File: src/alu_pkg.sv
package alu_pkg;

    // ############################
    // Widths
    // ############################

    localparam int ALU_WIDTH   = 16;                  // Word width.
    localparam int BYTE_WIDTH  = 8;                   // Byte width.
    localparam int COUNT_WIDTH = 5;                   // Bits of tb used as shift count.

    typedef logic [ALU_WIDTH-1:0] alu_word_t;

    // ############################
    // Operations
    // ############################

    // Codes 28 to 31 are left unused and count as invalid.
    typedef enum logic [4:0] {
        OP_ADD, OP_ADDC, OP_INC, OP_SUB, OP_SUBC, OP_CMP, OP_DEC, OP_NEG,
        OP_AND, OP_OR, OP_XOR, OP_NOT,
        OP_SET1, OP_CLR1, OP_TEST1, OP_NOT1,
        OP_ROL, OP_ROL1, OP_ROLC1, OP_ROR, OP_ROR1, OP_RORC1,
        OP_SHL, OP_SHL1, OP_SHR, OP_SHR1, OP_SHRA, OP_SHRA1
    } alu_op_e;

    typedef struct packed {
        logic cy;                                     // Carry.
        logic ac;                                     // Auxiliary carry out of bit 3.
        logic v;                                      // Signed overflow.
        logic p;                                      // Even parity of the low byte.
        logic s;                                      // Sign.
        logic z;                                      // Zero.
    } alu_flags_t;

    typedef struct packed {
        alu_op_e   operation;
        alu_word_t ta;
        alu_word_t tb;
        logic      wide;                              // 1 selects word, 0 selects byte.
    } alu_req_t;

    typedef struct packed {
        alu_word_t  res;                              // Upper byte zero in byte mode.
        alu_flags_t flags;
        logic       hit;                              // Unit owns the opcode.
        logic       upd_psz;                          // Recompute parity, sign and zero.
        logic       upd_z;                            // Recompute zero only.
    } alu_unit_out_t;

    // Most significant bit within the active width.
    function automatic logic word_msb(alu_word_t w, logic wide);
        return wide ? w[ALU_WIDTH-1] : w[BYTE_WIDTH-1];
    endfunction

    // Clears the upper byte in byte mode.
    function automatic alu_word_t fit_width(alu_word_t w, logic wide);
        return wide ? w : {{(ALU_WIDTH-BYTE_WIDTH){1'b0}}, w[BYTE_WIDTH-1:0]};
    endfunction

endpackage

File: src/alu.sv
`timescale 1ns/1ns

module alu (
    input  logic                clk,
    input  logic                reset,
    input  logic                execute,
    input  alu_pkg::alu_req_t   req,
    input  alu_pkg::alu_flags_t flags_in,
    output alu_pkg::alu_word_t  result,
    output alu_pkg::alu_flags_t flags,
    output logic                done
);
    import alu_pkg::*;

    alu_unit_out_t add_sub_out;
    alu_unit_out_t logic_out;
    alu_unit_out_t shift_out;
    alu_unit_out_t sel_out;                           // Output of the unit that hit.
    logic          any_hit;
    logic          res_zero;
    alu_flags_t    next_flags;
    logic          accept;

    // ############################
    // Units
    // ############################

    alu_add_sub i_add_sub (
        .req      (req),
        .flags_in (flags_in),
        .out      (add_sub_out)
    );

    alu_logic i_logic (
        .req      (req),
        .flags_in (flags_in),
        .out      (logic_out)
    );

    alu_shift_rotate i_shift_rotate (
        .req      (req),
        .flags_in (flags_in),
        .out      (shift_out)
    );

    assign any_hit = add_sub_out.hit | logic_out.hit | shift_out.hit;
    assign accept  = execute & any_hit;              // Invalid opcodes are ignored.

    always_comb begin
        if (add_sub_out.hit) begin
            sel_out = add_sub_out;
        end else if (logic_out.hit) begin
            sel_out = logic_out;
        end else begin
            sel_out = shift_out;
        end
    end

    // ############################
    // Parity, sign and zero
    // ############################

    assign res_zero = sel_out.res == '0;             // Upper byte already clear in byte mode.

    always_comb begin
        next_flags = sel_out.flags;
        if (sel_out.upd_psz) begin
            next_flags.p = ~^sel_out.res[BYTE_WIDTH-1:0];
            next_flags.s = word_msb(sel_out.res, req.wide);
        end
        if (sel_out.upd_psz || sel_out.upd_z) begin
            next_flags.z = res_zero;
        end
    end

    // ############################
    // Output registers
    // ############################

    always_ff @(posedge clk) begin
        if (reset) begin
            result <= '0;
            flags  <= '0;
            done   <= 1'b0;
        end else begin
            done <= accept;
            if (accept) begin
                result <= sel_out.res;
                flags  <= next_flags;
            end
        end
    end

    // The units must keep the upper byte clear for byte requests.
    a_byte_upper_zero: assert property (
        @(posedge clk) disable iff (reset)
        (done && !$past(req.wide)) |-> (result[ALU_WIDTH-1:BYTE_WIDTH] == '0)
    ) else $error("byte result has a nonzero upper byte");

    a_single_hit: assert property (
        @(posedge clk) disable iff (reset)
        $onehot0({add_sub_out.hit, logic_out.hit, shift_out.hit})
    ) else $error("more than one unit claimed the opcode");

endmodule

File: src/alu_add_sub.sv
`timescale 1ns/1ns

module alu_add_sub (
    input  alu_pkg::alu_req_t      req,
    input  alu_pkg::alu_flags_t    flags_in,
    output alu_pkg::alu_unit_out_t out
);
    import alu_pkg::*;

    alu_word_t          a;                            // Operand A within the width.
    alu_word_t          b;                            // Operand B within the width.
    alu_word_t          operand;                      // Effective second operand.
    logic [ALU_WIDTH:0] sum;
    logic [4:0]         nib_sum;                      // Low nibble sum for AC.
    alu_word_t          diff;
    alu_word_t          neg;
    alu_word_t          res;
    logic               a_msb;
    logic               op_msb;
    logic               sum_msb;
    logic               diff_msb;
    logic               hit;
    alu_flags_t         f;

    assign a = fit_width(req.ta, req.wide);
    assign b = fit_width(req.tb, req.wide);

    always_comb begin
        case (req.operation)
            OP_INC, OP_DEC:   operand = alu_word_t'(1);
            OP_ADDC, OP_SUBC: operand = b + {{(ALU_WIDTH-1){1'b0}}, flags_in.cy}; // Wraps.
            default:          operand = b;
        endcase
    end

    // ############################
    // Datapath
    // ############################

    assign sum      = {1'b0, a} + {1'b0, operand};
    assign nib_sum  = {1'b0, a[3:0]} + {1'b0, operand[3:0]};
    assign diff     = a - operand;
    assign neg      = alu_word_t'(0) - a;
    assign a_msb    = word_msb(a, req.wide);
    assign op_msb   = word_msb(operand, req.wide);
    assign sum_msb  = word_msb(sum[ALU_WIDTH-1:0], req.wide);
    assign diff_msb = word_msb(diff, req.wide);

    always_comb begin
        f   = flags_in;                               // Untouched flags pass through.
        res = a;
        hit = 1'b1;
        case (req.operation)
            OP_ADD, OP_ADDC, OP_INC: begin
                res = sum[ALU_WIDTH-1:0];
                if (req.operation != OP_INC) begin
                    f.cy = req.wide ? sum[ALU_WIDTH] : sum[BYTE_WIDTH];
                end
                f.ac = nib_sum[4];
                f.v  = (a_msb ^ sum_msb) & (op_msb ^ sum_msb);
            end
            OP_SUB, OP_SUBC, OP_CMP, OP_DEC: begin
                res = diff;                           // CMP also returns the difference.
                if (req.operation != OP_DEC) begin
                    f.cy = operand > a;               // Borrow.
                end
                f.ac = operand[3:0] > a[3:0];
                f.v  = (a_msb ^ op_msb) & (a_msb ^ diff_msb);
            end
            OP_NEG: begin
                res  = neg;
                f.cy = a != '0;
                f.ac = a[3:0] != 4'h0;
                f.v  = req.wide ? (a == 16'h8000) : (a[BYTE_WIDTH-1:0] == 8'h80);
            end
            default: hit = 1'b0;
        endcase
    end

    assign out = '{res: fit_width(res, req.wide), flags: f, hit: hit,
                   upd_psz: hit, upd_z: 1'b0};

endmodule

File: src/alu_logic.sv
`timescale 1ns/1ns

module alu_logic (
    input  alu_pkg::alu_req_t      req,
    input  alu_pkg::alu_flags_t    flags_in,
    output alu_pkg::alu_unit_out_t out
);
    import alu_pkg::*;

    alu_word_t  a;
    alu_word_t  mask;                                 // One-hot bit select.
    logic [3:0] bit_sel;
    logic       is_bitwise;
    alu_word_t  res;
    alu_flags_t f;
    logic       hit;
    logic       upd_psz;
    logic       upd_z;

    assign a          = fit_width(req.ta, req.wide);
    assign bit_sel    = req.wide ? req.tb[3:0] : {1'b0, req.tb[2:0]};
    assign mask       = alu_word_t'(1) << bit_sel;
    assign is_bitwise = req.operation inside {OP_AND, OP_OR, OP_XOR};

    always_comb begin
        f       = flags_in;
        res     = a;
        hit     = 1'b1;
        upd_psz = 1'b0;
        upd_z   = 1'b0;
        case (req.operation)
            OP_AND:  res = a & req.tb;
            OP_OR:   res = a | req.tb;
            OP_XOR:  res = a ^ req.tb;
            OP_NOT:  res = ~a;                        // No flag changes.
            OP_SET1: res = a | mask;
            OP_CLR1: res = a & ~mask;
            OP_NOT1: res = a ^ mask;
            OP_TEST1: begin
                res   = a & mask;
                f.cy  = 1'b0;
                f.v   = 1'b0;
                upd_z = 1'b1;
            end
            default: hit = 1'b0;
        endcase

        // AND, OR and XOR share the flag behavior.
        if (is_bitwise) begin
            f.cy    = 1'b0;
            f.v     = 1'b0;
            f.ac    = 1'b0;
            upd_psz = 1'b1;
        end
    end

    assign out = '{res: fit_width(res, req.wide), flags: f, hit: hit,
                   upd_psz: upd_psz, upd_z: upd_z};

endmodule

File: src/alu_shift_rotate.sv
`timescale 1ns/1ns

module alu_shift_rotate (
    input  alu_pkg::alu_req_t      req,
    input  alu_pkg::alu_flags_t    flags_in,
    output alu_pkg::alu_unit_out_t out
);
    import alu_pkg::*;

    alu_word_t                a;
    logic [COUNT_WIDTH-1:0]   n;                      // Shift or rotate count.
    logic [3:0]               rot;                    // Count modulo the width.
    logic                     msb;
    logic                     next_msb;
    logic                     lsb;
    alu_word_t                msb_bit;                // Position of the msb.
    logic [2*ALU_WIDTH-1:0]   dbl;                    // Operand placed twice.
    logic [2*ALU_WIDTH-1:0]   rot_l;
    logic [2*ALU_WIDTH-1:0]   rot_r;
    alu_word_t                rol_res;
    alu_word_t                ror_res;
    logic                     fill;                   // Bit entering a shift by one.
    alu_word_t                one_l;
    alu_word_t                one_r;
    logic [ALU_WIDTH:0]       shl_t;
    logic                     shl_cy;
    logic [ALU_WIDTH:0]       shr_t;                  // Bit 0 catches the last bit out.
    logic signed [ALU_WIDTH:0] sra_in;
    logic signed [ALU_WIDTH:0] sra_t;
    alu_word_t                res;
    alu_flags_t               f;
    logic                     hit;
    logic                     upd_psz;

    assign a        = fit_width(req.ta, req.wide);
    assign n        = req.tb[COUNT_WIDTH-1:0];
    assign rot      = req.wide ? n[3:0] : {1'b0, n[2:0]};
    assign msb      = word_msb(a, req.wide);
    assign next_msb = req.wide ? a[ALU_WIDTH-2] : a[BYTE_WIDTH-2];
    assign lsb      = a[0];
    assign msb_bit  = req.wide ? alu_word_t'(1) << (ALU_WIDTH-1)
                               : alu_word_t'(1) << (BYTE_WIDTH-1);

    // ############################
    // Rotates by count
    // ############################

    assign dbl = req.wide ? {a, a}
                          : {{ALU_WIDTH{1'b0}}, a[BYTE_WIDTH-1:0], a[BYTE_WIDTH-1:0]};
    assign rot_l = dbl << rot;
    assign rot_r = dbl >> rot;

    assign rol_res = req.wide ? rot_l[2*ALU_WIDTH-1:ALU_WIDTH]
                              : {{(ALU_WIDTH-BYTE_WIDTH){1'b0}},
                                 rot_l[2*BYTE_WIDTH-1:BYTE_WIDTH]};
    assign ror_res = fit_width(rot_r[ALU_WIDTH-1:0], req.wide);

    // ############################
    // Shifts and rotates by one
    // ############################

    always_comb begin
        case (req.operation)
            OP_ROL1, OP_SHRA1:  fill = msb;
            OP_ROR1:            fill = lsb;
            OP_ROLC1, OP_RORC1: fill = flags_in.cy;
            default:            fill = 1'b0;      // SHL1 and SHR1.
        endcase
    end

    assign one_l = {a[ALU_WIDTH-2:0], fill};      // Bit 8 is dropped in byte mode.
    assign one_r = (a >> 1) | (fill ? msb_bit : '0);

    // ############################
    // Shifts by count
    // ############################

    assign shl_t  = {1'b0, a} << n;
    assign shl_cy = (n >= ALU_WIDTH) ? 1'b0 : (req.wide ? shl_t[ALU_WIDTH] : shl_t[BYTE_WIDTH]);
    assign shr_t  = {a, 1'b0} >> n;
    assign sra_in = req.wide ? {a, 1'b0}
                             : {{(ALU_WIDTH-BYTE_WIDTH){a[BYTE_WIDTH-1]}},
                                a[BYTE_WIDTH-1:0], 1'b0};
    assign sra_t  = sra_in >>> n;

    always_comb begin
        f       = flags_in;
        res     = a;
        hit     = 1'b1;
        upd_psz = 1'b0;
        case (req.operation)
            OP_ROL: begin
                res  = rol_res;
                f.cy = rol_res[0];
            end
            OP_ROR: begin
                res  = ror_res;
                f.cy = word_msb(ror_res, req.wide);
            end
            OP_ROL1, OP_ROLC1, OP_SHL1: begin
                res     = one_l;
                f.cy    = msb;
                f.v     = msb ^ next_msb;
                upd_psz = req.operation == OP_SHL1;
            end
            OP_ROR1, OP_RORC1, OP_SHR1, OP_SHRA1: begin
                res     = one_r;
                f.cy    = lsb;
                upd_psz = req.operation inside {OP_SHR1, OP_SHRA1};
                case (req.operation)
                    OP_ROR1:  f.v = msb ^ lsb;
                    OP_RORC1: f.v = msb ^ flags_in.cy;
                    OP_SHR1:  f.v = msb;
                    default:  f.v = 1'b0;
                endcase
            end
            OP_SHL: begin
                res     = shl_t[ALU_WIDTH-1:0];
                f.cy    = shl_cy;
                upd_psz = 1'b1;
            end
            OP_SHR: begin
                res     = shr_t[ALU_WIDTH:1];
                f.cy    = shr_t[0];
                upd_psz = 1'b1;
            end
            OP_SHRA: begin
                res     = sra_t[ALU_WIDTH:1];
                f.cy    = sra_t[0];                   // Sign once the count passes the width.
                f.v     = 1'b0;
                upd_psz = 1'b1;
            end
            default: hit = 1'b0;
        endcase
    end

    assign out = '{res: fit_width(res, req.wide), flags: f, hit: hit,
                   upd_psz: upd_psz, upd_z: 1'b0};

endmodule
File: config.mk
export PLATFORM = sky130hd
export DESIGN_NAME = alu
export DESIGN_NICKNAME = d
export VERILOG_FILES = /design/src/alu_pkg.sv /design/src/alu.sv /design/src/alu_add_sub.sv /design/src/alu_logic.sv /design/src/alu_shift_rotate.sv
export SDC_FILE = /design/constraint.sdc
export NUM_CORES = 1
export LEC_CHECK = 0
export BUFFER_PORTS_ARGS = -buffer_cell sky130_fd_sc_hd__buf_4
export CELL_PAD_IN_SITES_DETAIL_PLACEMENT = 1
export CELL_PAD_IN_SITES_GLOBAL_PLACEMENT = 2
export CORE_MARGIN = 1
export CORE_UTILIZATION = 36
export DETAILED_ROUTE_END_ITERATION = 12
export GPL_TIMING_DRIVEN = 0
export HOLD_SLACK_MARGIN = 0.15
export PLACE_DENSITY = 0.86
export SYNTH_ARGS = -nofsm -noshare
export SYNTH_HDL_FRONTEND = slang
export SYNTH_SLANG_ARGS = --single-unit
File: constraint.sdc
create_clock -name clk -period 6.6 [get_ports clk]
set_input_delay 0.33 -clock clk [delete_from_list [all_inputs] [get_ports clk]]
set_output_delay 0.33 -clock clk [all_outputs]
set_load 0.02 [all_outputs]
==> qor.csv <==
metric;value;unit
clock power share;0.095;
DRT Pass-1 Iters;6;
period utilization;0.956;
commonest non-fill, non-tap cell in the layout;nor2_1;
Internal;572;µW
Hold Slack;418;ps
Max Fclk;158;MHz
GR Overflow Total;0;
Power Density;116;nW/µm²
clk buf depth;2;
final hold vios;0;
EDFF count, synth;0;
Crit. Startpoint;req[4];
vias in the first global route;14735;
largest net degree at the start of global routing;14;
critical path class;input port to flop;
placed cell count;2016;
max-slew violation count;2;
Die Span Y;175;µm
clock skew;0;ps
first-pass GRT wire length;109000;µm
port bufs;63;
initial DRC count;2307;
DP Wirelength;59400;µm
Cell Rows;62;
Synth async-reset ratio;0;
final WL;77100;µm
Setup TNS;0;ps
Clock Sink Count;23;
Total Nets Final;1728;
CTS root buffer;clkbuf_16;
Post-Syn Area;10800;µm²
Crit. End Element;flop;
total track usage;0.495;
switch share;0.584;
status;finished, violations left;
DRC Markers;0;
Reg power frac;0.114;
H-tree depth;1;
RSZ-0062 raised after global routing;no;
I/O pins;70;
Post-Layout Cell Count;2019;
Synth cell types;103;
Final Setup Violations;0;
Comb pwr share;0.791;
Critical Path RT;6800;ps
core area;29000;µm²
LEAKAGE;0.00436;µW
buffer count from post-CTS setup fixing;0;
CP Launch Type;input port;
critical path data arrival time;6510;ps
CTS tree;yes;
initial antenna violation count;3;
Initial Utilization;0.371;
Synth warnings;0;
number of synthesized register bits;23;
P_sw;802;µW
final core occ;0.407;
Max IR drop VDD;0.0000628;V
Syn Nets;1661;
worst min-delay path startpoint;reset;
Clock Latency Late Sink;260;ps
layout cell share with drive strength beyond 1;0.156;
die width;175;µm
total power;1370;µW
worst-path fanout max;10;
register area share after synthesis;0.0428;
Post-CTS Resized;0;
top_reg_cell synth;dfxtp_1;
Rel. slew slack;-0.117;
max cap viols;1;
number of vias per cell;7.45;
Synth Area per Inst;6.86;µm²
drt wl/cell;38.2;µm
Mapped Cells;1568;
most frequent cells in the layout;162 x nor2_1, 142 x nand2_1, 106 x a21oi_1, 99 x o21ai_0, 74 x buf_4;
Vias;15043;
RR Startpoint;flags[2];
hold crit path type;input port to flop;
number of buffers created by CTS;3;
Die ar.;30600;µm²
placer congestion estimate;1.09;
Antenna Nets Post-Route;0;
worst slew pin tran;1660;ps
violated checks;capacitance limit, slew limit;
cts hold-fix bufs;0;
clock transition at the registers of the reported paths;60;ps
Layout area overhead;9.80;%
Final min period;6310;ps
## worst max-delay path, cell delays in order
cell and delay, ps:
buf_4 130, buf_2 290, buf_2 340, clkbuf_1 550, clkbuf_2 470, nand4_1 170
nor2_1 310, nand2_1 110, xor2_1 170, nor2_1 100, ha_1 480, o21a_1 200
nor2_1 50, a31oi_1 210, xnor2_1 160, a32oi_1 190, o211a_1 410, o221a_2 320
ha_1 180, nand4_1 90, or4_1 420, a2111oi_0 370, and4bb_1 270, a41o_1 170
## cell families after synthesis
group	after synthesis	share of synthesized area
buf+inv	218	0.0964
fa+ha+maj	47	0.0558
simple gates	572	0.264
flops	23	0.0428
mux	105	0.145
xor+xnor	40	0.0326
compound gates	563	0.363
## worst paths after layout
check                           slack, ps  depth (start not counted)          to
worst max-delay path                  290                         24    flags[0]
worst min-delay path                  420                          2   result[3]
worst max register to register       5810                          2    flags[2]
worst min register to register        460                          2  result[10]
## per-stage QoR
stage / setup slack, ps / cell area, µm²
6_report: 290 / 11800
5_1_grt: 183 / 11800
4_1_cts: 286 / 11800
3_5_place_dp: 38.8 / 11700
3_3_place_gp: 179 / 11700
2_1_floorplan: 1680 / 10800
## flip-flops by register name (all words and copies together) (netlist names)
signal,flops
done,1
flags,6
result,16
## power by group through the flow
stage          Clock, µW  Combinational [µW]  Sequential (µW)
2_1_floorplan          0                 599              172
3_3_place_gp           0                1010              158
3_5_place_dp           0                1020              160
4_1_cts              130                1020              157
5_1_grt              136                1110              158
6_report             130                1090              157
## metal layers
| metal | part of all wire | track usage | up-vias |
|---|---|---|---|
| li1 | - | - | 6101 |
| met1 | 0.36 | 0.581 | 7303 |
| met2 | 0.42 | 0.748 | 1245 |
| met3 | 0.13 | 0.147 | 392 |
| met4 | 0.098 | 0.393 | 2 |
| met5 | 0.00017 | 0 | - |
## Yosys cell counts (12+ instances only)
cell | number | area, µm²
mux4_2 | 38 | 856
nand2b_1 | 30 | 188
nand3b_1 | 12 | 90.1
a221oi_1 | 18 | 158
inv_1 | 45 | 169
nand4_1 | 22 | 138
buf_2 | 52 | 260
nor2b_1 | 17 | 106
clkbuf_1 | 76 | 285
a31oi_1 | 29 | 181
o22ai_1 | 16 | 100
nor2_1 | 162 | 608
mux2_2 | 19 | 214
o32ai_1 | 12 | 105
nand3_1 | 51 | 255
dfxtp_1 | 23 | 460
ha_1 | 44 | 551
and2_1 | 17 | 106
o211ai_1 | 34 | 255
o21ai_0 | 100 | 500
xnor2_1 | 29 | 254
o31ai_1 | 12 | 90.1
o221ai_1 | 15 | 131
nand2_1 | 142 | 533
nor3_1 | 42 | 210
a21o_1 | 12 | 90.1
buf_6 | 15 | 169
o21ai_1 | 16 | 80.1
a211oi_1 | 44 | 330
mux2i_1 | 45 | 450
a21oi_1 | 106 | 531
## area by class of cell
type / count / area (µm²)
Sequential cell: 23 / 460
Antenna cell: 1 / 2.50
Multi-Input combinational cell: 1327 / 9270
Timing Repair Buffer: 64 / 484
Tap cell: 384 / 480
Buffer: 163 / 832
Clock inverter: 1 / 5.00
Fill cell: 3814 / 17200
Clock buffer: 3 / 75.1
Inverter: 53 / 199
Power figures use the tool's default switching activity.
